<file path="config.mk">
export PLATFORM = sky130hd
export DESIGN_NAME = pecControl
export DESIGN_NICKNAME = d
export VERILOG_FILES = /design/src/rtl/pecDimPkg.sv /design/src/rtl/pecBusPkg.sv /design/src/rtl/pecControl.sv
export SDC_FILE = /design/constraint.sdc
export NUM_CORES = 1
export LEC_CHECK = 0
export BUFFER_PORTS_ARGS = -buffer_cell sky130_fd_sc_hd__buf_2
export CAP_MARGIN = 10
export CORE_MARGIN = 2
export CORE_UTILIZATION = 47
export DETAILED_ROUTE_END_ITERATION = 16
export GPL_TIMING_DRIVEN = 0
export PLACE_DENSITY = 0.85
export SLEW_MARGIN = 40
export SYNTH_ARGS = -nofsm -noshare
export SYNTH_HDL_FRONTEND = slang
export SYNTH_SLANG_ARGS = --single-unit
</file>
<file path="constraint.sdc">
create_clock -name clk -period 2.9 [get_ports clk]
set_input_delay 0.435 -clock clk [delete_from_list [all_inputs] [get_ports clk]]
set_output_delay 0.435 -clock clk [all_outputs]
set_load 0.05 [all_outputs]
</file>
<file path="src/rtl/pecDimPkg.sv">
// Element, vector and partial-sum dimensions; widths must leave PsumWidth room for all sums
`default_nettype none

package pecDimPkg;

    // =========================================================================
    // Vector geometry
    // =========================================================================

    // Bits per activation or weight element
    localparam int DataWidth  = 8;
    // Elements carried in one sparse vector
    localparam int BlockDepth = 4;
    // Taps of a full 3x3 kernel
    localparam int KernelSize = 9;
    // Taps of one kernel row
    localparam int RowTaps    = 3;

    // =========================================================================
    // Arithmetic widths
    // =========================================================================

    // Partial sum, wide enough for 9 taps of 4 products plus RAM value
    localparam int PsumWidth  = 24;

    // One signed operand element
    typedef logic signed [DataWidth-1:0] elem_t;

    // One signed partial sum
    typedef logic signed [PsumWidth-1:0] psum_t;

endpackage

`default_nettype wire
</file>
<file path="src/rtl/pecBusPkg.sv">
// Bus and state types of the column; flag bit i always qualifies element i of the same vector
`default_nettype none

package pecBusPkg;

    import pecDimPkg::*;

    // =========================================================================
    // Activation beat between neighbouring columns
    // =========================================================================

    typedef struct packed {
        // Row position flags
        logic                   firstRow;
        logic                   lastRow;
        // Last beat of a block, addresses restart afterwards
        logic                   lastBlock;
        // Partial sum is to be written back
        logic                   valPsum;
        // Column holds real data, gates read and write
        logic                   valCol;
        // Nonzero marks, one per element
        logic  [BlockDepth-1:0] flags;
        elem_t [BlockDepth-1:0] act;
    } actBeat_t;

    // =========================================================================
    // Weight set for one kernel
    // =========================================================================

    // Vector k is tap k, row-major over the 3x3 kernel
    typedef struct packed {
        elem_t [KernelSize-1:0][BlockDepth-1:0] wei;
        logic  [KernelSize-1:0][BlockDepth-1:0] flags;
    } weiSet_t;

    // =========================================================================
    // Control FSM states
    // =========================================================================

    typedef enum logic [2:0] {
        IDLE     = 3'b000,
        WAITWEI  = 3'b001,
        WAITACT  = 3'b011,
        WAITGET  = 3'b010,
        READRAM  = 3'b100,
        WRITERAM = 3'b101
    } pecState_t;

endpackage

`default_nettype wire

</file>
<file path="src/rtl/pecControl.sv">
// Column FSM; rdyWei and lstRdy are levels with stable data, nxtGet held low is back-pressure
`default_nettype none
`timescale 1ns/1ps

module pecControl
    import pecDimPkg::*;
    import pecBusPkg::*;
(
    input  logic               clk,
    input  logic               rst_n,
    input  logic               rdyWei,
    output logic               getWei,
    input  logic               lstRdy,
    input  actBeat_t           lstBeat,
    output logic               lstGet,
    input  logic               nxtGet,
    output logic               nxtRdy,
    output actBeat_t           beat,
    output logic               macStart,
    output logic               allDone,
    output logic               accDone,
    input  logic [RowTaps-1:0] rowDone
);

    pecState_t state;
    pecState_t nextState;
    // Done level one cycle back, for edge detect
    logic      allDoneD;

    // =========================================================================
    // State machine
    // =========================================================================

    always_comb begin
        nextState = state;
        case (state)
            IDLE: begin
                nextState = WAITWEI;
            end
            WAITWEI: begin
                if (rdyWei) begin
                    nextState = READRAM;
                end
            end
            // One cycle spacer before activations
            READRAM: begin
                nextState = WAITACT;
            end
            // Take a beat only when all MACs are idle
            WAITACT: begin
                if (lstRdy && allDone) begin
                    nextState = WAITGET;
                end
            end
            // Hold the beat until the next column takes it
            WAITGET: begin
                if (nxtGet) begin
                    nextState = beat.lastRow ? WRITERAM : WAITACT;
                end
            end
            WRITERAM: begin
                nextState = beat.lastBlock ? IDLE : READRAM;
            end
            default: begin
                nextState = IDLE;
            end
        endcase
    end

    always_ff @(posedge clk or negedge rst_n) begin
        if (!rst_n) begin
            state <= IDLE;
        end else begin
            state <= nextState;
        end
    end

    // Handshake strobes
    assign getWei = (state == WAITWEI) && rdyWei;
    assign lstGet = (state == WAITACT) && lstRdy && allDone;
    assign nxtRdy = (state == WAITGET);

    // =========================================================================
    // Activation register and MAC strobes
    // =========================================================================

    // Beat goes to MACs and to next column together
    always_ff @(posedge clk or negedge rst_n) begin
        if (!rst_n) begin
            beat <= '0;
        end else if (lstGet) begin
            beat <= lstBeat;
        end
    end

    // Start one cycle after capture, once the beat is registered
    always_ff @(posedge clk or negedge rst_n) begin
        if (!rst_n) begin
            macStart <= 1'b0;
        end else begin
            macStart <= lstGet;
        end
    end

    assign allDone = &rowDone;

    // Reset value high, no false edge out of reset
    always_ff @(posedge clk or negedge rst_n) begin
        if (!rst_n) begin
            allDoneD <= 1'b1;
        end else begin
            allDoneD <= allDone;
        end
    end

    // Rising edge of the done level
    assign accDone = allDone && !allDoneD;

endmodule

`default_nettype wire

</file>
==> results.txt <==
----------------------------------------------------
[Synth]
  Total nets after synthesis ... 161
  Yosys Warn Count ... 0
  Cells taking the most area after synthesis ... dfrtp_1 62%, mux2_2 21%, mux2_1 4.3%
  Combined area of all synthesized cells ... 1815 um^2
  Number of flip-flops and latches in the synthesized netlist ... 46
  Count of cell types in the netlist ... 23
  Synth top area share ... 62.03%
  Synthesized instance count ... 112
  Post-Synthesis Mean Instance Area ... 16.21 um^2
  Cell type with the highest aggregate area in the netlist ... dfrtp_1
  Portion of the post-synthesis area used by sequential elements ... 63.47%

[Detailed routing]
  Routed wire length ... 3472 um
  DR pass1 iterations ... 4
  DRT antenna net count ... 0
  Wire length on met1 ... 1322 um
  Number of design-rule violations left by the first detailed-router iteration ... 61
  Average wire length per cell after detail routing ... 13.20 um
  WL met2 ... 1904 um
  Vias per inst ... 4.817
  Met3 layer wire length in the routed design ... 178 um
  Detailed-route DRC error count ... 0
  Top routing layer in use ... met4
  Vias after detailed routing ... 1267

[Critical path]
  Maximum fanout along the worst path ... 11
  Launching point of the worst reg2reg path ... state[2]$_DFFE_PN0P_
  Buffers & Inverters on Critical Path ... 2
  Required arrival time at the worst endpoint ... 2.47 ns
  Endpoint kind of the worst setup timing path ... primary output
  Worst reg2reg endpoint ... beat[26]$_DFFE_PN0P_
  Family of cells with the greatest summed delay on the critical path ... simple AND/OR/NAND/NOR gates
  Slowest cell on the critical path ... dfrtp_1
  Worst R2R Path Depth ... 4
  Critical Path Source Type ... flop
  Setup slack on the worst flop-to-flop path ... 1.24 ns
  Path type of the worst setup path ... flop to primary output
  Critical Path Max Stage Delay ... 0.45 ns
  Cell chain of the critical path ... nand2b_4, nor3_4, buf_6, buf_2
  Worst Path Arrival ... 1.76 ns

[Global routing]
  Via count of the first global-routing pass ... 1299
  Antenna violations before repair ... 0
  Total routing usage reported by global routing ... 17.33%
  Wire length of the first global-routing pass ... 5630 um
  Largest net degree at the start of global routing ... 47
  Remaining Overflow, GRT ... 0

[CTS]
  Resize count post-CTS ... 0
  Clk root buf ... clkbuf_8
  Clock tree from TritonCTS ... built
  Buffers inserted by post-CTS timing repair ... 0
  Clock Sinks ... 46
  Total CTS buffers ... 5
  Clock-pin slew on the worst setup and hold paths ... 0.08 ns
  Hold buffer count at cts ... 0
  Clock latency on the worst-skew pair ... 0.28 ns
  CTS H-tree lvls ... 2
  Number of buffers on the longest clock path ... 2

[Power and ir drop]
  Ratio of total power to cell area ... 1289 nW/um^2
  Total leakage power ... 1.374 nW
  Peak ir drop on the vdd network ... 0.6647 mV

[STA]
  Worst-Margin Slew ... 0.5574 ns
  Count of pins over their slew limit ... 0
  Highest clock frequency the design can meet ... 0.4558 GHz
  Total Neg Setup Slack ... 0 ns
  Worst Clk Skew ... 0.004924 ns
  Final Cycle Share ... 75.65%
  Number of endpoints failing setup at the final stage ... 0
  Final hold viol count ... 0
  Tmin final ... 2.194 ns
  Worst rel slew slack ... 62.84%
  Unrepaired setup endpoints after global routing ... false

[Die]
  Width of the chip ... 66.15 um
  Initial core utilization ... 49.22%
  Y dimension of the die ... 66.15 um
  Total die area ... 4376 um^2
  Rows ... 22
  IO Pins ... 96
  Placeable core region ... 3689 um^2

[Finish]
  Diode insertion count for antenna repair ... 0
  Fraction of the core area covered by cells at the end of the flow ... 66.38%
  Number of nets in the final layout ... 263
  Layout Area Growth over Synthesis ... 34.87%
  Fraction of final layout cells sized beyond drive strength 1 ... 68.37%

[Min path]
  Path category of the worst min-delay check ... input port to asynchronous set/reset pin

[Placed design]
  HPWL after detailed placement ... 2659 um
  Final weighted congestion in routability-driven placement ... 0.8542
  Count of input and output buffers ... 95

[Run status]
  Outcome ... completed

[Job]
  MaxCap Viol Count ... 0

----------------------------------------------------
-- cell usage after synthesis --
library cell  count
nand4_1           1
nor3_4            1
nor2b_1           2
dfstp_2           1
nand3_1           2
nand2b_4          1
mux2_1            7
a22o_1            1
nand2b_1          1
inv_2             1
nor2_1            2
mux2_2           34
dfrtp_1          45
inv_1             1
and4bb_2          1
a311o_1           1
nor4bb_1          1
o311a_1           1
and3_1            1
buf_6             4
buf_2             1
o311ai_0          1
o21ai_0           1
-- flip-flops by register name, summed over array words and instances, names as in the netlist --
name,flops
state,3
macStart,1
allDoneD,1
beat,41
-- through the flow --
stage / hold slack [ns] / setup WS [ns] / total power [mW] / area, um^2 / instances
after detailed placement: 0.4711 / 0.9247 / 2.794 / 2354 / 255
after floorplan: 0.1394 / 0.7564 / 2.386 / 1815 / 112
final: 0.1314 / 0.7061 / 3.157 / 2449 / 263
after CTS: 0.1548 / 0.6851 / 3.192 / 2449 / 263
after global routing: 0.1815 / 0.6186 / 3.314 / 2449 / 263
after global placement: 0.4640 / 0.9084 / 2.757 / 2351 / 255
-- where the power goes --
group | switching [mW] | internal (mW) | leakage (nW)
Combinational | 1.25 | 0.451 | 0.720
Sequential | 0.142 | 0.924 | 0.606
Clock | 0.198 | 0.191 | 0.0472
Total | 1.59 | 1.57 | 1.37
-- layer usage --
layer | GRT usage (%) | vias to the layer above
met5 | 0 | -
met4 | 8.163 | 0
met3 | 3.918 | 6
met2 | 32.50 | 44
met1 | 17.98 | 612
li1 | - | 605
-- how the worst max path moves through the flow --
stage	start	endpoint	slack, ns	cells after the start
2_1_floorplan	rowDone[2]	accDone	0.76	2
3_3_place_gp	rowDone[2]	lstGet	0.91	5
3_5_place_dp	rowDone[2]	lstGet	0.92	5
4_1_cts	state[2]$_DFFE_PN0P_	lstGet	0.69	4
5_1_grt	state[2]$_DFFE_PN0P_	lstGet	0.62	4
6_report	state[2]$_DFFE_PN0P_	lstGet	0.71	4
-- layout by cell type (no fill, tap or decap), types with 2 or more instances in the layout --
master | synthesis | final
clkbuf_8 | 0 | 6
nand3_1 | 2 | 2
dfrtp_1 | 45 | 45
mux2_1 | 7 | 7
nor2_1 | 2 | 2
buf_2 | 1 | 95
buf_6 | 4 | 4
mux2_2 | 34 | 34
nor2b_1 | 2 | 2
-- cells by family (layout without fill, tap and decap cells) --
| family | after synthesis | count (layout) | synth area share [%] |
|---|---|---|---|
| DFF | 46 | 46 | 63.47 |
| muxes | 41 | 41 | 25.43 |
| AOI/OAI and AO/OA | 5 | 5 | 2.343 |
| and+or+nand+nor | 13 | 13 | 5.583 |
| buffers and inverters | 7 | 110 | 3.169 |
-- worst register-to-register path: cells and delay by family, from the launching register on --
family	cells	cell delay, ns
DFF	1	0.45
muxes	1	0.35
buffers and inverters	1	0.21
and+or+nand+nor	2	0.54
-- area by class of cell --
type / instances / area [um^2]
repair buffers: 95 / 478.0
inverters: 2 / 7.507
well taps: 48 / 60.06
clock inverters: 2 / 12.51
multi-input cells: 59 / 605.6
clock buffers: 6 / 82.58
fillers: 308 / 1240
flip-flops and latches: 46 / 1152
plain buffers: 5 / 50.05
Power figures use the tool's default switching activity.
