<file path="src/rtl/pecDimPkg.sv">
// Element, vector and partial-sum dimensions; widths must leave PsumWidth room for all sums
`default_nettype none

package pecDimPkg;

    // =========================================================================
    // Vector geometry
    // =========================================================================

    // Bits per activation or weight element
    localparam int DataWidth  = 8;
    // Elements carried in one sparse vector
    localparam int BlockDepth = 4;
    // Taps of a full 3x3 kernel
    localparam int KernelSize = 9;
    // Taps of one kernel row
    localparam int RowTaps    = 3;

    // =========================================================================
    // Arithmetic widths
    // =========================================================================

    // Partial sum, wide enough for 9 taps of 4 products plus RAM value
    localparam int PsumWidth  = 24;

    // One signed operand element
    typedef logic signed [DataWidth-1:0] elem_t;

    // One signed partial sum
    typedef logic signed [PsumWidth-1:0] psum_t;

endpackage

`default_nettype wire
</file>
<file path="src/rtl/pecBusPkg.sv">
// Bus and state types of the column; flag bit i always qualifies element i of the same vector
`default_nettype none

package pecBusPkg;

    import pecDimPkg::*;

    // =========================================================================
    // Activation beat between neighbouring columns
    // =========================================================================

    typedef struct packed {
        // Row position flags
        logic                   firstRow;
        logic                   lastRow;
        // Last beat of a block, addresses restart afterwards
        logic                   lastBlock;
        // Partial sum is to be written back
        logic                   valPsum;
        // Column holds real data, gates read and write
        logic                   valCol;
        // Nonzero marks, one per element
        logic  [BlockDepth-1:0] flags;
        elem_t [BlockDepth-1:0] act;
    } actBeat_t;

    // =========================================================================
    // Weight set for one kernel
    // =========================================================================

    // Vector k is tap k, row-major over the 3x3 kernel
    typedef struct packed {
        elem_t [KernelSize-1:0][BlockDepth-1:0] wei;
        logic  [KernelSize-1:0][BlockDepth-1:0] flags;
    } weiSet_t;

    // =========================================================================
    // Control FSM states
    // =========================================================================

    typedef enum logic [2:0] {
        IDLE     = 3'b000,
        WAITWEI  = 3'b001,
        WAITACT  = 3'b011,
        WAITGET  = 3'b010,
        READRAM  = 3'b100,
        WRITERAM = 3'b101
    } pecState_t;

endpackage

`default_nettype wire

</file>
<file path="src/rtl/convRow.sv">
// One kernel row; history window is valid only after a firstRow beat, beats must stay in order
`default_nettype none
`timescale 1ns/1ps

module convRow
    import pecDimPkg::*;
    import pecBusPkg::*;
(
    input  logic                                clk,
    input  logic                                rst_n,
    input  logic                                macStart,
    input  logic                                accDone,
    input  actBeat_t                            beat,
    input  elem_t [RowTaps-1:0][BlockDepth-1:0] weiRow,
    input  logic  [RowTaps-1:0][BlockDepth-1:0] flgRow,
    input  psum_t                               psumIn,
    output logic                                rowDone,
    output psum_t                               psumOut
);

    logic  [RowTaps-1:0] macDone;
    psum_t [RowTaps-1:0] tap;
    // Tap 0 of previous beat
    psum_t winPrev;
    // Tap 1 of previous beat plus tap 0 of the beat before
    psum_t winSum;
    // Window as seen by the current beat
    psum_t histPrev;
    psum_t histSum;

    // =========================================================================
    // Tap MACs
    // =========================================================================

    for (genvar k = 0; k < RowTaps; k++) begin : gTap
        sparseMac i_sparseMac (
            .clk      (clk),
            .rst_n    (rst_n),
            .start    (macStart),
            .act      (beat.act),
            .actFlags (beat.flags),
            .wei      (weiRow[k]),
            .weiFlags (flgRow[k]),
            .done     (macDone[k]),
            .product  (tap[k])
        );
    end

    // Row idle only when every tap is idle
    assign rowDone = &macDone;

    // =========================================================================
    // 3-tap sliding sum
    // =========================================================================

    // First beat of a row sees an empty window
    assign histPrev = beat.firstRow ? '0 : winPrev;
    assign histSum  = beat.firstRow ? '0 : winSum;

    // Chain input plus tap 2 now, tap 1 one back, tap 0 two back
    assign psumOut = psumIn + tap[2] + histSum;

    // Shift on accumulate done
    always_ff @(posedge clk or negedge rst_n) begin
        if (!rst_n) begin
            winPrev <= '0;
            winSum  <= '0;
        end else if (accDone) begin
            winPrev <= tap[0];
            winSum  <= tap[1] + histPrev;
        end
    end

endmodule

`default_nettype wire

</file>
<file path="src/rtl/sparseMac.sv">
// Sparse MAC; operands must hold still until done, one cycle per flagged pair, minimum one
`default_nettype none
`timescale 1ns/1ps

module sparseMac
    import pecDimPkg::*;
(
    input  logic                   clk,
    input  logic                   rst_n,
    input  logic                   start,
    input  elem_t [BlockDepth-1:0] act,
    input  logic  [BlockDepth-1:0] actFlags,
    input  elem_t [BlockDepth-1:0] wei,
    input  logic  [BlockDepth-1:0] weiFlags,
    output logic                   done,
    output psum_t                  product
);

    // Pairs still to be multiplied
    logic [BlockDepth-1:0] pending;
    // Lowest pending pair, one-hot
    logic [BlockDepth-1:0] lowBit;
    logic                  busy;
    // Product of the selected pair
    psum_t                 term;

    // Isolate lowest set bit
    assign lowBit = pending & (~pending + 1'b1);

    // One-hot mux of the selected product, zero when nothing pending
    always_comb begin
        term = '0;
        for (int i = 0; i < BlockDepth; i++) begin
            if (lowBit[i]) begin
                term = psum_t'(act[i]) * psum_t'(wei[i]);
            end
        end
    end

    // Pair scheduler
    // busy drops in the cycle after the last pair is consumed
    always_ff @(posedge clk or negedge rst_n) begin
        if (!rst_n) begin
            busy    <= 1'b0;
            pending <= '0;
        end else if (start) begin
            busy    <= 1'b1;
            pending <= actFlags & weiFlags;
        end else if (busy) begin
            pending <= pending & ~lowBit;
            busy    <= |(pending & ~lowBit);
        end
    end

    // Accumulator
    always_ff @(posedge clk or negedge rst_n) begin
        if (!rst_n) begin
            product <= '0;
        end else if (start) begin
            product <= '0;
        end else if (busy) begin
            product <= product + term;
        end
    end

    assign done = !busy;

endmodule

`default_nettype wire

</file>
<file path="config.mk">
export PLATFORM = sky130hd
export DESIGN_NAME = convRow
export DESIGN_NICKNAME = d
export VERILOG_FILES = /design/src/rtl/pecDimPkg.sv /design/src/rtl/pecBusPkg.sv /design/src/rtl/convRow.sv /design/src/rtl/sparseMac.sv
export SDC_FILE = /design/constraint.sdc
export NUM_CORES = 2
export LEC_CHECK = 0
export BUFFER_PORTS_ARGS = -buffer_cell sky130_fd_sc_hd__buf_2
export CORE_MARGIN = 2
export CORE_UTILIZATION = 70
export DETAILED_ROUTE_END_ITERATION = 10
export HOLD_SLACK_MARGIN = 0.03
export PLACE_DENSITY = 0.89
export SYNTH_ARGS = -nofsm -noshare
export SYNTH_HDL_FRONTEND = slang
export SYNTH_HIERARCHICAL = 1
export SYNTH_SLANG_ARGS = --single-unit
</file>
<file path="constraint.sdc">
create_clock -name clk -period 13.75 [get_ports clk]
set_clock_uncertainty 0.05 [all_clocks]
set_input_delay 2.75 -clock clk [delete_from_list [all_inputs] [get_ports clk]]
set_output_delay 2.75 -clock clk [all_outputs]
set_load 0.01 [all_outputs]
</file>
==> metrics.txt <==
# TYPE chip_impl_metric gauge
chip_impl_info{name="run_status",value="finished, final reports clean"} 1
chip_impl_metric{name="yosysSeqAreaShare",unit="%"} 8.033
chip_impl_metric{name="area_delta_synth_final",unit="%"} 5.560
chip_impl_metric{name="clock_power_share",unit="%"} 5.6
chip_impl_metric{name="max_cap_violations",unit=""} 0
chip_impl_metric{name="power_leakage",unit="nW"} 23.09
chip_impl_metric{name="power-per-cell-area",unit="mW/mm²"} 183.0
chip_impl_info{name="clock_tree_from_tritoncts",value="built"} 1
chip_impl_metric{name="globalRoute.totalOverflow",unit=""} 0
chip_impl_info{name="final_common_cell",value="sky130_fd_sc_hd__inv_1"} 1
chip_impl_metric{name="drive_gt1_share",unit="%"} 6.519
chip_impl_metric{name="finalHoldViolations",unit=""} 0
chip_impl_metric{name="timing.hold.ws",unit="ps"} 437.6
chip_impl_metric{name="worstPathArrival",unit="ps"} 10390
chip_impl_metric{name="floorplan_core_area",unit="mm²"} 0.05924
chip_impl_metric{name="clock_sinks",unit=""} 135
chip_impl_metric{name="die_h",unit="µm"} 249.1
chip_impl_metric{name="post_syn_area_per_cell",unit="µm²"} 8.854
chip_impl_metric{name="worst_ir_drop_vdd",unit="mV"} 0.1799
chip_impl_info{name="final_cell_mix",value="967 x sky130_fd_sc_hd__inv_1, 688 x sky130_fd_sc_hd__fa_1, 481 x sky130_fd_sc_hd__and2_1, 462 x sky130_fd_sc_hd__ha_1, 320 x sky130_fd_sc_hd__nand2_1"} 1
chip_impl_metric{name="finalSetupTns",unit="ps"} 0
chip_impl_metric{name="ys_async_rst_share",unit="%"} 100.0
chip_impl_metric{name="cts_hold_buf",unit=""} 0
chip_impl_info{name="clock-root-buffer",value="sky130_fd_sc_hd__clkbuf_16"} 1
chip_impl_metric{name="nets",unit=""} 6238
chip_impl_metric{name="timing.final.max_slew_violations",unit=""} 0
chip_impl_metric{name="worst_ep_required_time",unit="ps"} 14010
chip_impl_metric{name="finalNonFillerCells",unit=""} 5705
chip_impl_metric{name="die-area",unit="mm²"} 0.06206
chip_impl_metric{name="p_total",unit="mW"} 8.123
chip_impl_metric{name="grt_antenna_before_repair",unit=""} 12
chip_impl_metric{name="die_x",unit="µm"} 249.1
chip_impl_metric{name="ant_nets",unit=""} 0
chip_impl_metric{name="power_switching_share",unit="%"} 55.77
chip_impl_info{name="crit_type",value="in -> reg"} 1
chip_impl_metric{name="critPathMaxFanout",unit=""} 24
chip_impl_metric{name="clk_transition_reported_paths",unit="ps"} 60
chip_impl_metric{name="setup_viol",unit=""} 0
chip_impl_metric{name="max_freq",unit="GHz"} 0.09873
chip_impl_metric{name="ctsResizeCount",unit=""} 0
chip_impl_metric{name="floorplan.initialDensity",unit="%"} 70.99
chip_impl_metric{name="remaining_drc_errors",unit=""} 0
chip_impl_info{name="rsz0062_at_grt",value="no"} 1
chip_impl_info{name="critical_path.slowest_cell",value="sky130_fd_sc_hd__a311oi_1"} 1
chip_impl_metric{name="rows",unit=""} 89
chip_impl_metric{name="drt_iter0_drc",unit=""} 2790
chip_impl_metric{name="clock_insertion_delay_worst_skew",unit="ps"} 430
chip_impl_metric{name="power.share.combinational",unit="%"} 87.0
chip_impl_info{name="holdCritPathClass",value="reg -> reg"} 1
chip_impl_metric{name="grt_pass1_wl",unit="mm"} 177.4
chip_impl_metric{name="cp_slowest_stage_delay",unit="ps"} 730
chip_impl_metric{name="postRouteWirelength",unit="mm"} 107.4
chip_impl_metric{name="clock_path_buffers",unit=""} 2
chip_impl_metric{name="number_of_nets_in_the_synthesized_netlist",unit=""} 6077
chip_impl_metric{name="numPlacedInstances",unit=""} 5665
chip_impl_info{name="worst_setup_path_end_kind",value="flip-flop"} 1
chip_impl_metric{name="switchingPower",unit="mW"} 4.530
chip_impl_metric{name="io_buffers",unit=""} 197
chip_impl_metric{name="power.share.sequential",unit="%"} 7.4
chip_impl_metric{name="post_dp_cell_area",unit="mm²"} 0.04380
chip_impl_metric{name="grt_max_degree",unit=""} 76
chip_impl_metric{name="final.period_utilization",unit="%"} 73.66
chip_impl_metric{name="detail_route.vias_per_cell",unit=""} 5.970
chip_impl_metric{name="synth_edf_count",unit=""} 0
chip_impl_info{name="startpoint_type",value="input pin"} 1
chip_impl_metric{name="numCtsBuffers",unit=""} 17
chip_impl_metric{name="clock_tree.htree_level_count",unit=""} 4
chip_impl_metric{name="io_pins",unit=""} 202
chip_impl_metric{name="layout.cell_area.non_filler",unit="mm²"} 0.04439
chip_impl_metric{name="syn-instance-count",unit=""} 4750
chip_impl_metric{name="layout_min_cycle_time",unit="ps"} 10130
chip_impl_info{name="dominantRegCellSynth",value="sky130_fd_sc_hd__dfrtp_1"} 1
chip_impl_metric{name="buffers_inserted_during_post_cts_setup_optimization",unit=""} 0
chip_impl_info{name="path_common_cell",value="sky130_fd_sc_hd__fa_1"} 1
chip_impl_metric{name="post_synth_design_cell_area",unit="mm²"} 0.04206
chip_impl_metric{name="first_global_vias",unit=""} 35520
chip_impl_metric{name="synth_seq_cells",unit=""} 135
chip_impl_metric{name="worst_slew_margin_relative_to_its_limit",unit="%"} 35.92
chip_impl_metric{name="wl_per_cell",unit="µm"} 18.82
chip_impl_metric{name="yosys_warnings",unit=""} 6
chip_impl_metric{name="vias",unit=""} 34060
chip_impl_metric{name="yosysUniqueCellTypes",unit=""} 95
chip_impl_metric{name="dp_hpwl",unit="mm"} 88.95
chip_impl_metric{name="power.internal",unit="mW"} 3.593
chip_impl_metric{name="gp_congestion",unit=""} 0.9778
chip_impl_metric{name="max_slew.worst_pin.slew",unit="ps"} 961.3
chip_impl_metric{name="drtPass1Iterations",unit=""} 8
chip_impl_metric{name="globalRouteTotalUtil",unit="%"} 35.53
[worst paths after layout]
| path | depth (start not counted) | slack (ps) | to | start |
|---|---|---|---|---|
| max | 26 | 3620 | gTap[0].i_sparseMac/product[23] | beat[7] |
| min | 2 | 440 | winSum[14] | winSum[14] |
| max reg2reg | 15 | 8600 | gTap[1].i_sparseMac/product[23] | gTap[1].i_sparseMac/pending[0] |
| min reg2reg | 2 | 440 | winSum[14] | winSum[14] |
| max in group asynchronous | 2 | 10040 | gTap[2].i_sparseMac/product[14] | rst_n |
| min in group asynchronous | 1 | 2230 | gTap[0].i_sparseMac/product[12] | rst_n |
[per-stage QoR]
stage | setup slack (ps) | utilization, %
final | 3621 | 74.94
after global routing | 3424 | 74.92
after CTS | 3628 | 74.90
after detailed placement | 3195 | 73.93
after global placement | 3418 | 73.93
after floorplan | 4759 | -
[worst max-delay path: cells and delay by family]
kind / cells / cell delay, ps
compound gates: 8 / 2440
fa+ha+maj: 6 / 2910
buf+inv: 4 / 640
mux: 3 / 640
simple gates: 5 / 990
[kinds of logic (layout without fill, tap and decap cells)]
| kind of cell | after synthesis | count (layout) | synth area share (%) |
|---|---|---|---|
| xor gates and xnor gates | 266 | 266 | 5.540 |
| and+or+nand+nor | 1363 | 1363 | 17.07 |
| buffers and inverters | 1037 | 1211 | 9.425 |
| adders and majority gates | 1153 | 1153 | 46.57 |
| muxes | 91 | 91 | 2.315 |
| AOI/OAI and AO/OA | 705 | 705 | 11.05 |
| other | 0 | 8 | 0 |
| DFF | 135 | 135 | 8.033 |
[power by group through the flow]
stage               Clock (mW)  Sequential (mW)  Combinational (mW)
floorplan                    0            0.563                4.98
detailed placement           0            0.603                6.85
CTS                      0.457            0.599                6.92
finish                   0.452            0.602                7.07
global placement             0            0.597                6.59
global route             0.474            0.613                7.78
[layer usage]
metal	up-vias	global-route usage, %	part of all wire (%)
li1	15450	-	-
met1	16870	46.46	40
met2	1443	57.75	47
met3	286	7.064	8.7
met4	8	15.75	4.8
met5	-	0	0.042
[cell usage after synthesis, drive strengths merged, types with 15 or more instances]
cell type / number / share of area, %
a21oi: 189 / 2.3
buf: 15 / 0.26
mux2: 47 / 1.3
o21bai: 30 / 0.54
ha: 462 / 14
clkbuf: 51 / 0.50
and2: 488 / 7.3
o21a: 28 / 0.50
dfrtp: 135 / 8.0
xor2: 69 / 1.4
nor3: 51 / 0.61
o211ai: 18 / 0.32
nor2b: 88 / 1.3
mux2i: 44 / 1.0
inv: 969 / 8.6
nand2: 320 / 2.9
xnor2: 197 / 4.1
a31oi: 29 / 0.48
o21ai: 145 / 1.7
or3: 18 / 0.27
fa: 688 / 33
a21o: 83 / 1.5
a22oi: 46 / 0.82
nor2: 198 / 1.8
and3: 27 / 0.42
a211oi: 37 / 0.68
nand3: 55 / 0.65
nand2b: 56 / 0.83
[registers in the layout, indices dropped and copies added (netlist names)]
name and cells:
gTap.i_sparseMac/busy 3, winPrev 24, gTap.i_sparseMac/pending 12, gTap.i_sparseMac/product 72, winSum 24
[cell type report]
| class | instances | area [µm²] |
|---|---|---|
| well taps | 773 | 967.2 |
| clock buffers | 19 | 442.9 |
| fillers | 4064 | 14850 |
| clock inverters | 13 | 131.4 |
| repair buffers | 208 | 1077 |
| flip-flops and latches | 135 | 3378 |
| inverters | 971 | 3645 |
| multi-input cells | 3578 | 34730 |
| diodes | 8 | 20.02 |
No activity file was read; power rests on OpenSTA's default activity.
