<file path="src/rtl/pecDimPkg.sv">
// Element, vector and partial-sum dimensions; widths must leave PsumWidth room for all sums
`default_nettype none

package pecDimPkg;

    // =========================================================================
    // Vector geometry
    // =========================================================================

    // Bits per activation or weight element
    localparam int DataWidth  = 8;
    // Elements carried in one sparse vector
    localparam int BlockDepth = 4;
    // Taps of a full 3x3 kernel
    localparam int KernelSize = 9;
    // Taps of one kernel row
    localparam int RowTaps    = 3;

    // =========================================================================
    // Arithmetic widths
    // =========================================================================

    // Partial sum, wide enough for 9 taps of 4 products plus RAM value
    localparam int PsumWidth  = 24;

    // One signed operand element
    typedef logic signed [DataWidth-1:0] elem_t;

    // One signed partial sum
    typedef logic signed [PsumWidth-1:0] psum_t;

endpackage

`default_nettype wire
</file>
<file path="src/rtl/pecBusPkg.sv">
// Bus and state types of the column; flag bit i always qualifies element i of the same vector
`default_nettype none

package pecBusPkg;

    import pecDimPkg::*;

    // =========================================================================
    // Activation beat between neighbouring columns
    // =========================================================================

    typedef struct packed {
        // Row position flags
        logic                   firstRow;
        logic                   lastRow;
        // Last beat of a block, addresses restart afterwards
        logic                   lastBlock;
        // Partial sum is to be written back
        logic                   valPsum;
        // Column holds real data, gates read and write
        logic                   valCol;
        // Nonzero marks, one per element
        logic  [BlockDepth-1:0] flags;
        elem_t [BlockDepth-1:0] act;
    } actBeat_t;

    // =========================================================================
    // Weight set for one kernel
    // =========================================================================

    // Vector k is tap k, row-major over the 3x3 kernel
    typedef struct packed {
        elem_t [KernelSize-1:0][BlockDepth-1:0] wei;
        logic  [KernelSize-1:0][BlockDepth-1:0] flags;
    } weiSet_t;

    // =========================================================================
    // Control FSM states
    // =========================================================================

    typedef enum logic [2:0] {
        IDLE     = 3'b000,
        WAITWEI  = 3'b001,
        WAITACT  = 3'b011,
        WAITGET  = 3'b010,
        READRAM  = 3'b100,
        WRITERAM = 3'b101
    } pecState_t;

endpackage

`default_nettype wire

</file>
<file path="src/rtl/weightBank.sv">
// Weight register bank; weiIn must be stable in the getWei cycle, held until the next getWei
`default_nettype none
`timescale 1ns/1ps

module weightBank
    import pecBusPkg::*;
(
    input  logic    clk,
    input  logic    rst_n,
    input  logic    getWei,
    input  weiSet_t weiIn,
    output weiSet_t weiOut
);

    // Whole set replaced at once
    // Zero weights with cleared flags after reset, so no pair is ever taken
    always_ff @(posedge clk or negedge rst_n) begin
        if (!rst_n) begin
            weiOut <= '0;
        end else if (getWei) begin
            weiOut <= weiIn;
        end
    end

endmodule

`default_nettype wire

</file>
<file path="config.mk">
export PLATFORM = sky130hd
export DESIGN_NAME = weightBank
export DESIGN_NICKNAME = d
export VERILOG_FILES = /design/src/rtl/pecDimPkg.sv /design/src/rtl/pecBusPkg.sv /design/src/rtl/weightBank.sv
export SDC_FILE = /design/constraint.sdc
export NUM_CORES = 1
export LEC_CHECK = 0
export ABC_CLOCK_PERIOD_IN_PS = 800
export BUFFER_PORTS_ARGS = -buffer_cell sky130_fd_sc_hd__buf_2
export CELL_PAD_IN_SITES_DETAIL_PLACEMENT = 1
export CELL_PAD_IN_SITES_GLOBAL_PLACEMENT = 1
export CORE_AREA = 2 2 250 252
export CTS_BUF_LIST = sky130_fd_sc_hd__clkbuf_16
export CTS_CLUSTER_DIAMETER = 50
export DETAILED_ROUTE_END_ITERATION = 10
export DIE_AREA = 0 0 252 254
export PLACE_DENSITY = 0.55
export RECOVER_POWER = 50
export SLEW_MARGIN = 0
export SYNTH_ARGS = -nofsm -noshare
export SYNTH_HDL_FRONTEND = slang
export SYNTH_SLANG_ARGS = --single-unit
</file>
<file path="constraint.sdc">
create_clock -name clk -period 0.8 [get_ports clk]
set_input_delay 0.08 -clock clk [delete_from_list [all_inputs] [get_ports clk]]
set_output_delay 0.08 -clock clk [all_outputs]
set_load 0.005 [all_outputs]
</file>
==> results.yml, run 1 <==
run_status:
  outcome: "finished, violations left"
  violations: "hold timing, setup timing"
layout:
  fin_util_pct: 36.8
  final_nets: 2131
  instances_no_fill: 2630
  largest_register_ffs: 324
  largest_register: "weiOut"
  area_delta_synth_final_pct: 85.7
  drive_above_1_share_pct: 64.0
  top_regs: "weiOut: 324 flops"
route:
  first_iter_violations: 251
  wl_um: 47100
  first_pass_iters: 4
  ant_nets: 0
  viasPerCell: 3.93
  post_drt_wl_per_cell_um: 17.9
  num_vias: 10300
  drc: 0
clock_tree:
  cts.clk_slew.worst_paths_ns: 0.05
  cts_buffers: 46
  cts.htree.levels: 2
  clock-sinks: 324
  root_buffer: "clkbuf_16"
  clk_latency_ns: 0.55
  cts_buffer_depth: 3
  cts_tree: "built"
global_route:
  grt_pass1_vias: 11800
  antenna_found_initial: 1
  grt_use_total_pct: 13.8
  grt_pass1_wl_um: 68600
  gr-total-overflow: 0
  grt_max_degree: 66
critical_path:
  cp-end-kind: "primary output"
  slowest_stage: "dfrtp_1"
  path_max_fanout: 2
  cpMostUsedCell: "buf_6"
  critPathRequiredTime_ns: 0.72
  r2r-start: "weiOut[125]"
  crit_start: "weiOut[144]"
  worst_r2r_path_depth: 3
  path_cells: "buf_6, buf_6"
  cpPeakStageDelay_ns: 0.42
  crit_type: "register to primary output"
  r2r_slack_ns: -0.19
  setup.worst_path.start_class: "register"
  reg2reg_to: "weiOut[125]"
  arrival_ns: 1.20
min_path:
  hold_depth: 3
  hold_end: "weiOut[139]"
  hp-class: "input port to register"
  hold_start: "getWei"
sta:
  max_freq_mhz: 781
  worstMarginPinSlew_ns: 0.375
  tns_ns: -118.81
  finalSetupViolCount: 429
  slew_headroom_pct: 75.0
  min_period_over_period_pct: 160
  rsz0062_at_grt: "true"
  slew_viol_final: 0
  holdWs_ns: -0.0271
  fin_ws_ns: -0.481
  layout_min_cycle_time_ns: 1.28
  clock_skew_ns: 0
  hold_viol: 5
yosys:
  synth.avg_cell_area_sq_um: 17.7
  synthCells: 684
  netlist_top_cells_count: "324 x dfrtp_1, 324 x mux2_2, 30 x buf_6"
  synth_edf_count: 0
  ys.flop_type: "dfrtp_1"
  syn_nets: 1011
  ys_warn_count: 0
  synth-seq-cells: 324
  synth_top_area_cell: "dfrtp_1"
  yosysUniqueCellTypes: 4
  synth.top_cell.area_share_pct: 66.9
  synth.area.top_cells: "dfrtp_1 67%, mux2_2 30%, buf_6 2.8%, buf_2 0.25%"
  async_flop_share_pct: 100
  syn_area_sq_um: 12100
  seq_area_frac_synth_pct: 66.9
floorplanning:
  die_area_sq_um: 64000
  die_h_um: 254
  start_util_pct: 19.8
  design.core.area_sq_um: 61300
  io_pins: 651
  die_x_um: 252
  rows: 91
flow_run:
  max_cap_violations: 0
placed_design:
  port_buffers: 650
  place_inst: 2150
  routabilityCongestion: 0.766
  dp_hpwl_um: 31300
power_and_ir_drop:
  power.leakage_nw: 10.8
  irDropWorstVdd_mv: 1.82
  power.total_mw: 47.3
  powerDensity_nw_per_um2: 2100
-- cell families after synthesis --
family | synth area share (%)
muxes | 30.1
buffers and inverters | 3.03
DFF | 66.9
-- cells in the final DEF (no fill, tap or decap) --
cell type / instances
mux2_4: 50
buf_12: 13
clkinvlp_4: 8
bufinv_16: 4
inv_1: 7
clkbuf_1: 1
inv_6: 6
diode_2: 1
mux2_2: 274
clkbuf_2: 5
clkinv_2: 7
clkinv_1: 4
buf_2: 610
buf_4: 62
buf_8: 1
dlygate4sd3_1: 326
buf_6: 90
dfrtp_1: 324
clkbuf_16: 47
-- power by group --
group / internal [mW] / total (mW) / leakage (nW) / switching [mW]
Clock: 12.0 / 19.8 / 0.735 / 7.83
Combinational: 5.36 / 8.48 / 6.25 / 3.12
Sequential: 18.1 / 19.0 / 3.79 / 0.938
Total: 35.4 / 47.3 / 10.8 / 11.9
-- layout make-up --
type                       count  area [sq um]
clock buffer                  47          1180
clock inverter                36           309
multi-input combinational    324          3840
sequential                   324          8110
fill                        6645         38700
timing repair buffer        1108          8100
antenna                        1          2.50
tap                          790           988
-- repair_timing --
action | 4_1_cts | 5_1_grt
buffers inserted | 46 | 45
hold endpoints to repair | 648 | 6
gates resized for setup | 52 | 78
hold buffers | 326 | 1
endpoints found under the setup margin | 327 | 381
-- worst max-delay path by stage --
stage / endpoint / slack (ns)
CTS: weiOut[134] / -0.55
floorplan: weiOut[236] / -0.09
global route: weiOut[144] / -0.54
finish: weiOut[144] / -0.48
detailed placement: weiOut[183] / -0.30
global placement: weiOut[181] / -0.28
-- per-layer routing --
| layer | vias up | wire length [um] | track usage (%) |
|---|---|---|---|
| li1 | 4666 | - | - |
| met1 | 5188 | 16200 | 14.1 |
| met2 | 385 | 26300 | 26.4 |
| met3 | 96 | 2970 | 3.51 |
| met4 | 0 | 1600 | 5.63 |
| met5 | - | 0 | 0 |
-- metrics by stage --
step	worst slack [ns]	hold WS, ns	area, sq um
6_report	-0.481	-0.0271	22500
5_1_grt	-0.541	-0.0392	22500
4_1_cts	-0.551	-0.0546	22100
3_5_place_dp	-0.302	0.106	16700
3_3_place_gp	-0.279	0.107	16700
2_1_floorplan	-0.0936	-0.216	12200
-- critical path: cells and delay by family, from the launching register on --
kind	cells	cell delay, ns
flip-flops	1	0.42
buffers and inverters	2	0.23
No activity file was read; power rests on OpenSTA's default activity.
==> inputs of run 2 (changes only) <==
==> constraint.sdc (replaced) <==
create_clock -name clk -period 0.8 [get_ports clk]
set_input_delay 0 -clock clk [delete_from_list [all_inputs] [get_ports clk]]
set_output_delay 0 -clock clk [all_outputs]
set_load 0.005 [all_outputs]
==> results.yml, run 2 (same netlist as run 1, synthesis figures left out) <==
run_status:
  outcome: "finished, violations left"
  violations: "setup timing"
sta:
  hold_viol: 0
  finalSetupViolCount: 415
  layout_min_cycle_time_ns: 1.22
  slew_headroom_pct: 55.7
  tns_ns: -98.95
  worstMarginPinSlew_ns: 0.665
  fin_ws_ns: -0.419
  rsz0062_at_grt: "true"
  min_period_over_period_pct: 152
  clock_skew_ns: 0
  slew_viol_final: 0
  max_freq_mhz: 821
floorplanning:
  die_h_um: 254
  design.core.area_sq_um: 61300
  rows: 91
  io_pins: 651
  die_area_sq_um: 64000
  die_x_um: 252
  start_util_pct: 19.8
global_route:
  gr-total-overflow: 0
  grt_pass1_vias: 12000
  grt_max_degree: 37
  antenna_found_initial: 2
  grt_use_total_pct: 14.0
  grt_pass1_wl_um: 69800
clock_tree:
  cts_tree: "built"
  clock-sinks: 324
  cts_buffers: 46
  root_buffer: "clkbuf_16"
  clk_latency_ns: 0.57
  cts.clk_slew.worst_paths_ns: 0.06
  cts_buffer_depth: 3
  cts.htree.levels: 2
critical_path:
  cp-end-kind: "primary output"
  setup.worst_path.start_class: "register"
  endpoint: "weiOut[242]"
  r2r_slack_ns: -0.19
  path_max_fanout: 2
  arrival_ns: 1.22
  worst_r2r_path_depth: 3
  crit_start: "weiOut[242]"
  crit_type: "register to primary output"
  reg2reg_to: "weiOut[176]"
  critPathRequiredTime_ns: 0.80
  r2r-start: "weiOut[176]"
route:
  viasPerCell: 3.93
  drc: 0
  first_pass_iters: 4
  num_vias: 10500
  first_iter_violations: 274
  ant_nets: 0
  post_drt_wl_per_cell_um: 18.0
  wl_um: 47800
power_and_ir_drop:
  powerDensity_nw_per_um2: 2080
  switchingPower_mw: 12.2
  power.internal_mw: 35.2
  power.share.switching_pct: 25.8
  pwr-share-seq_pct: 40.1
  irDropWorstVdd_mv: 1.28
  comb_power_share_pct: 18.4
  clkPwrFrac_pct: 41.6
  power.leakage_nw: 10.9
  power.total_mw: 47.4
min_path:
  hp-class: "input port to register"
layout:
  layout_commonest_cell: "buf_2"
  largest_register: "weiOut"
  final_nets: 2160
  multiInputGateArea_sq_um: 3840
  fin_area_sq_um: 22800
  area_delta_synth_final_pct: 87.7
  instances_no_fill: 2661
  top_regs: "weiOut: 324 flops"
  fillers: 6622
  drive_above_1_share_pct: 64.3
  area.sequential_sq_um: 8110
  final_cell_mix: "618 x buf_2, 327 x dlygate4sd3_1, 324 x dfrtp_1, 273 x mux2_2, 96 x buf_6"
  largest_register_ffs: 324
placed_design:
  dp_slack_ns: -0.249
  place_inst: 2159
  place_area_sq_um: 16800
  routabilityCongestion: 0.758
  port_buffers: 650
  dp_hpwl_um: 32000
flow_run:
  max_cap_violations: 0
==> run 2: layout make-up <==
cell class              count  area share (%)
flip-flops and latches    324            35.6
clock inverters            38            1.46
repair buffers           1137            36.6
diodes                      2          0.0220
clock buffers              46            5.06
multi-input cells         324            16.9
well taps                 790            4.34
==> run 2: timing repair <==
item	CTS	global route
pin swaps	0	0
buffers inserted	64	56
endpoints found under the setup margin	325	408
hold buffers	328	1
resized for setup	41	101
cloned	0	0
endpoints found under the hold margin	648	1
==> run 2: worst min-delay path by stage <==
stage | startpoint | end | slack (ns) | cells after the start
2_1_floorplan | rst_n | weiOut[0] | -0.30 | 0
3_3_place_gp | rst_n | weiOut[12] | -0.17 | 1
3_5_place_dp | rst_n | weiOut[12] | -0.16 | 1
4_1_cts | rst_n | weiOut[68] | 0.006 | 3
5_1_grt | getWei | weiOut[27] | 0.02 | 3
6_report | getWei | weiOut[227] | 0.04 | 3
==> run 2: routing by layer <==
layer / vias to the layer above / GRT usage (%) / wire [um]
li1: 4725 / - / -
met4: 0 / 5.78 / 1780
met3: 100 / 3.94 / 3100
met1: 5229 / 14.2 / 16800
met2: 415 / 26.5 / 26100
met5: - / 0 / 0
==> run 2: per-stage QoR <==
stage          hold slack, ns  util (%)
2_1_floorplan          -0.296         -
3_3_place_gp           -0.168      27.4
3_5_place_dp           -0.164      27.4
4_1_cts               0.00608      36.3
5_1_grt                0.0177      37.2
6_report               0.0418      37.2
==> run 2: worst max-delay path, cell delays in order (launching register included) <==
cell and delay [ns]:
dfrtp_1 0.41, buf_6 0.14, buf_6 0.10
==> run 2: power by group through the flow <==
stage | clock, mW | sequential, mW | combinational, mW
6_report | 19.7 | 19.0 | 8.70
3_5_place_dp | 0 | 19.2 | 6.18
2_1_floorplan | 0 | 19.3 | 2.14
5_1_grt | 21.1 | 19.2 | 9.34
3_3_place_gp | 0 | 19.1 | 6.06
4_1_cts | 20.4 | 18.9 | 8.17
==> inputs of run 3 (changes only) <==
--- a/config.mk
+++ b/config.mk
@@ -5,16 +5,17 @@
 export SDC_FILE = /design/constraint.sdc
 export NUM_CORES = 1
 export LEC_CHECK = 0
+export ABC_AREA = 1
 export ABC_CLOCK_PERIOD_IN_PS = 800
 export BUFFER_PORTS_ARGS = -buffer_cell sky130_fd_sc_hd__buf_2
 export CELL_PAD_IN_SITES_DETAIL_PLACEMENT = 1
 export CELL_PAD_IN_SITES_GLOBAL_PLACEMENT = 1
-export CORE_AREA = 2 2 250 252
+export CORE_AREA = 2 2 257 259
 export CTS_BUF_LIST = sky130_fd_sc_hd__clkbuf_16
 export CTS_CLUSTER_DIAMETER = 50
 export DETAILED_ROUTE_END_ITERATION = 10
-export DIE_AREA = 0 0 252 254
-export PLACE_DENSITY = 0.55
+export DIE_AREA = 0 0 259 261
+export PLACE_DENSITY = 0.57
 export RECOVER_POWER = 50
 export SLEW_MARGIN = 0
 export SYNTH_ARGS = -nofsm -noshare
==> results.yml, run 3 <==
yosys:
  synth.top_cell.area_share_pct: 66.0
  yosysMostFrequentCell: "nand2_1"
  syn_area_sq_um: 12300
  synthSimpleGateAreaFrac_pct: 29.7
  seq_area_frac_synth_pct: 66.0
  netlist_top_cells_count: "972 x nand2_1, 324 x dfrtp_1, 33 x buf_2"
  synth_top_family_by_area: "simple AND/OR/NAND/NOR gates"
  ys.flop_type: "dfrtp_1"
  synthMuxAreaShare_pct: 0
  synthCells: 1368
  synth.avg_cell_area_sq_um: 8.98
  synth-seq-cells: 324
  yosysUniqueCellTypes: 7
  synth_xor_area_share_pct: 0
  synth.area.top_cells: "dfrtp_1 66%, nand2_1 30%, buf_6 2.2%, buf_2 1.3%, buf_4 0.55%"
  ys_warn_count: 0
  synth_edf_count: 0
  synth_fa_ha_area_share_pct: 0
  synth_top_area_cell: "dfrtp_1"
  syn_nets: 1695
  async_flop_share_pct: 100
  synth-compound-area-share_pct: 0
critical_path:
  arrival_ns: 1.14
  path_max_fanout: 2
  cp-end-kind: "primary output"
  setup.worst_path.start_class: "register"
  crit_buf_inv: 1
  crit_type: "register to primary output"
  slowest_stage: "dfrtp_1"
  critPathRequiredTime_ns: 0.80
  cp_top_family: "flip-flops"
  path_cells: "buf_2"
  cpPeakStageDelay_ns: 0.43
sta:
  layout_min_cycle_time_ns: 1.14
  tns_ns: -133.46
  worstMarginPinSlew_ns: 0.725
  rsz0062_at_grt: "true"
  min_period_over_period_pct: 142
  holdWs_ns: -0.111
  clock_skew_ns: 0
  slew_headroom_pct: 51.6
  slew_viol_final: 0
  fin_ws_ns: -0.337
  max_freq_mhz: 880
  hold_viol: 42
  finalSetupViolCount: 595
floorplanning:
  design.core.area_sq_um: 65000
  die_area_sq_um: 67600
  die_x_um: 259
  rows: 94
  io_pins: 651
  die_h_um: 261
  start_util_pct: 18.9
route:
  post_drt_wl_per_cell_um: 16.2
  num_vias: 13700
  ant_nets: 0
  drc: 0
  viasPerCell: 3.94
  first_pass_iters: 4
  wl_um: 56200
  first_iter_violations: 424
layout:
  drive_above_1_share_pct: 38.5
  instances_no_fill: 3477
  fin_area_sq_um: 23400
  top_regs: "weiOut: 324 flops"
  fin_util_pct: 36.0
  largest_register: "weiOut"
  final_nets: 2899
  area_delta_synth_final_pct: 90.8
  largest_register_ffs: 324
  final_cell_mix: "933 x nand2_1, 617 x buf_2, 329 x dlygate4sd3_1, 323 x dfrtp_1, 199 x buf_4"
  fillers: 7669
  layout_commonest_cell: "nand2_1"
clock_tree:
  cts.clk_slew.worst_paths_ns: 0.06
  cts.htree.levels: 2
  cts_buffers: 48
  cts_buffer_depth: 3
  cts_tree: "built"
  clock-sinks: 324
  root_buffer: "clkbuf_16"
  clk_latency_ns: 0.55
global_route:
  gr-total-overflow: 0
  grt_pass1_vias: 15100
  grt_use_total_pct: 15.5
  antenna_found_initial: 3
  grt_pass1_wl_um: 82700
  grt_max_degree: 56
power_and_ir_drop:
  powerDensity_nw_per_um2: 2030
  power.leakage_nw: 13.0
  irDropWorstVdd_mv: 1.26
  power.total_mw: 47.6
placed_design:
  dp_hpwl_um: 37000
  routabilityCongestion: 0.849
  port_buffers: 650
  place_inst: 2894
  place_area_sq_um: 17100
flow_run:
  max_cap_violations: 0
run_status:
  outcome: "finished, violations left"
  violations: "hold timing, setup timing"
min_path:
  hp-class: "input port to register"
## run 3: cell types whose count changed in the layout (fill, tap and decap cells not counted), moves of 3 or more
cell / previous run / this run
buf_12: 12 / 20
mux2_2: 273 / 0
clkinv_2: 4 / 7
clkbuf_16: 46 / 49
buf_6: 96 / 51
nand2_2: 0 / 39
clkbuf_2: 6 / 1
buf_4: 71 / 199
mux2_4: 51 / 0
diode_2: 2 / 5
nand2_1: 0 / 933
## run 3: cell families (layout without fill, tap and decap cells)
family | Yosys count | count (layout)
simple gates | 972 | 972
flops | 324 | 324
buf+inv | 72 | 1312
other cells | 0 | 5
## run 3: layout make-up
cell class / count / area [sq um] / share of cell area [%]
multi-input cells: 972 / 3750 / 16.0
diodes: 5 / 12.5 / 0.0534
clock buffers: 49 / 1230 / 5.23
well taps: 864 / 1080 / 4.61
clock inverters: 37 / 302 / 1.29
inverters: 1 / 11.3 / 0.0480
repair buffers: 1225 / 8950 / 38.2
flip-flops and latches: 324 / 8110 / 34.6
## run 3: where the power goes
| part | switching, mW | internal [mW] | total (mW) |
|---|---|---|---|
| clock | 8.00 | 12.4 | 20.4 |
| combinational | 3.82 | 4.69 | 8.51 |
| sequential | 0.864 | 17.9 | 18.7 |
## run 3: what timing repair did
| item | CTS | global route |
|---|---|---|
| buffers inserted | 82 | 108 |
| endpoints found under the setup margin | 324 | 648 |
| hold endpoints to repair | 648 | 78 |
| resized for setup | 22 | 76 |
| hold buffers | 332 | 3 |
| pin swaps | 0 | 34 |
## run 3: through the flow
step	hold WS (ns)	setup slack, ns
global route	-0.118	-0.381
global placement	-0.181	0.00889
CTS	-0.143	-0.414
floorplan	-0.296	0.161
finish	-0.111	-0.337
detailed placement	-0.177	-0.0105
## run 3: layer usage
layer | vias up | share of wire [%] | global-route usage (%)
li1 | 6517 | - | -
met1 | 6558 | 37 | 16.4
met2 | 466 | 52 | 28.7
met3 | 152 | 5.9 | 3.92
met4 | 0 | 4.6 | 7.23
met5 | - | 0 | 0
## run 3: worst reg2reg max path, delay by kind of cell (launching register included)
kind          cells  cell delay, ns
flops             1            0.40
buf+inv           2            0.26
simple gates      2            0.12
## run 3: path summary, 6_finish.rpt
path / cells past startpoint / slack, ns / startpoint / to
max reg2reg: 4 / -0.10 / weiOut[95] / weiOut[95]
min reg2reg: 2 / 0.46 / weiOut[268] / weiOut[268]
max in group asynchronous: 4 / 0.03 / rst_n / weiOut[180]
max: 1 / -0.34 / weiOut[8] / weiOut[8]
min in group asynchronous: 3 / 0.18 / rst_n / weiOut[187]
min: 4 / -0.11 / getWei / weiOut[14]
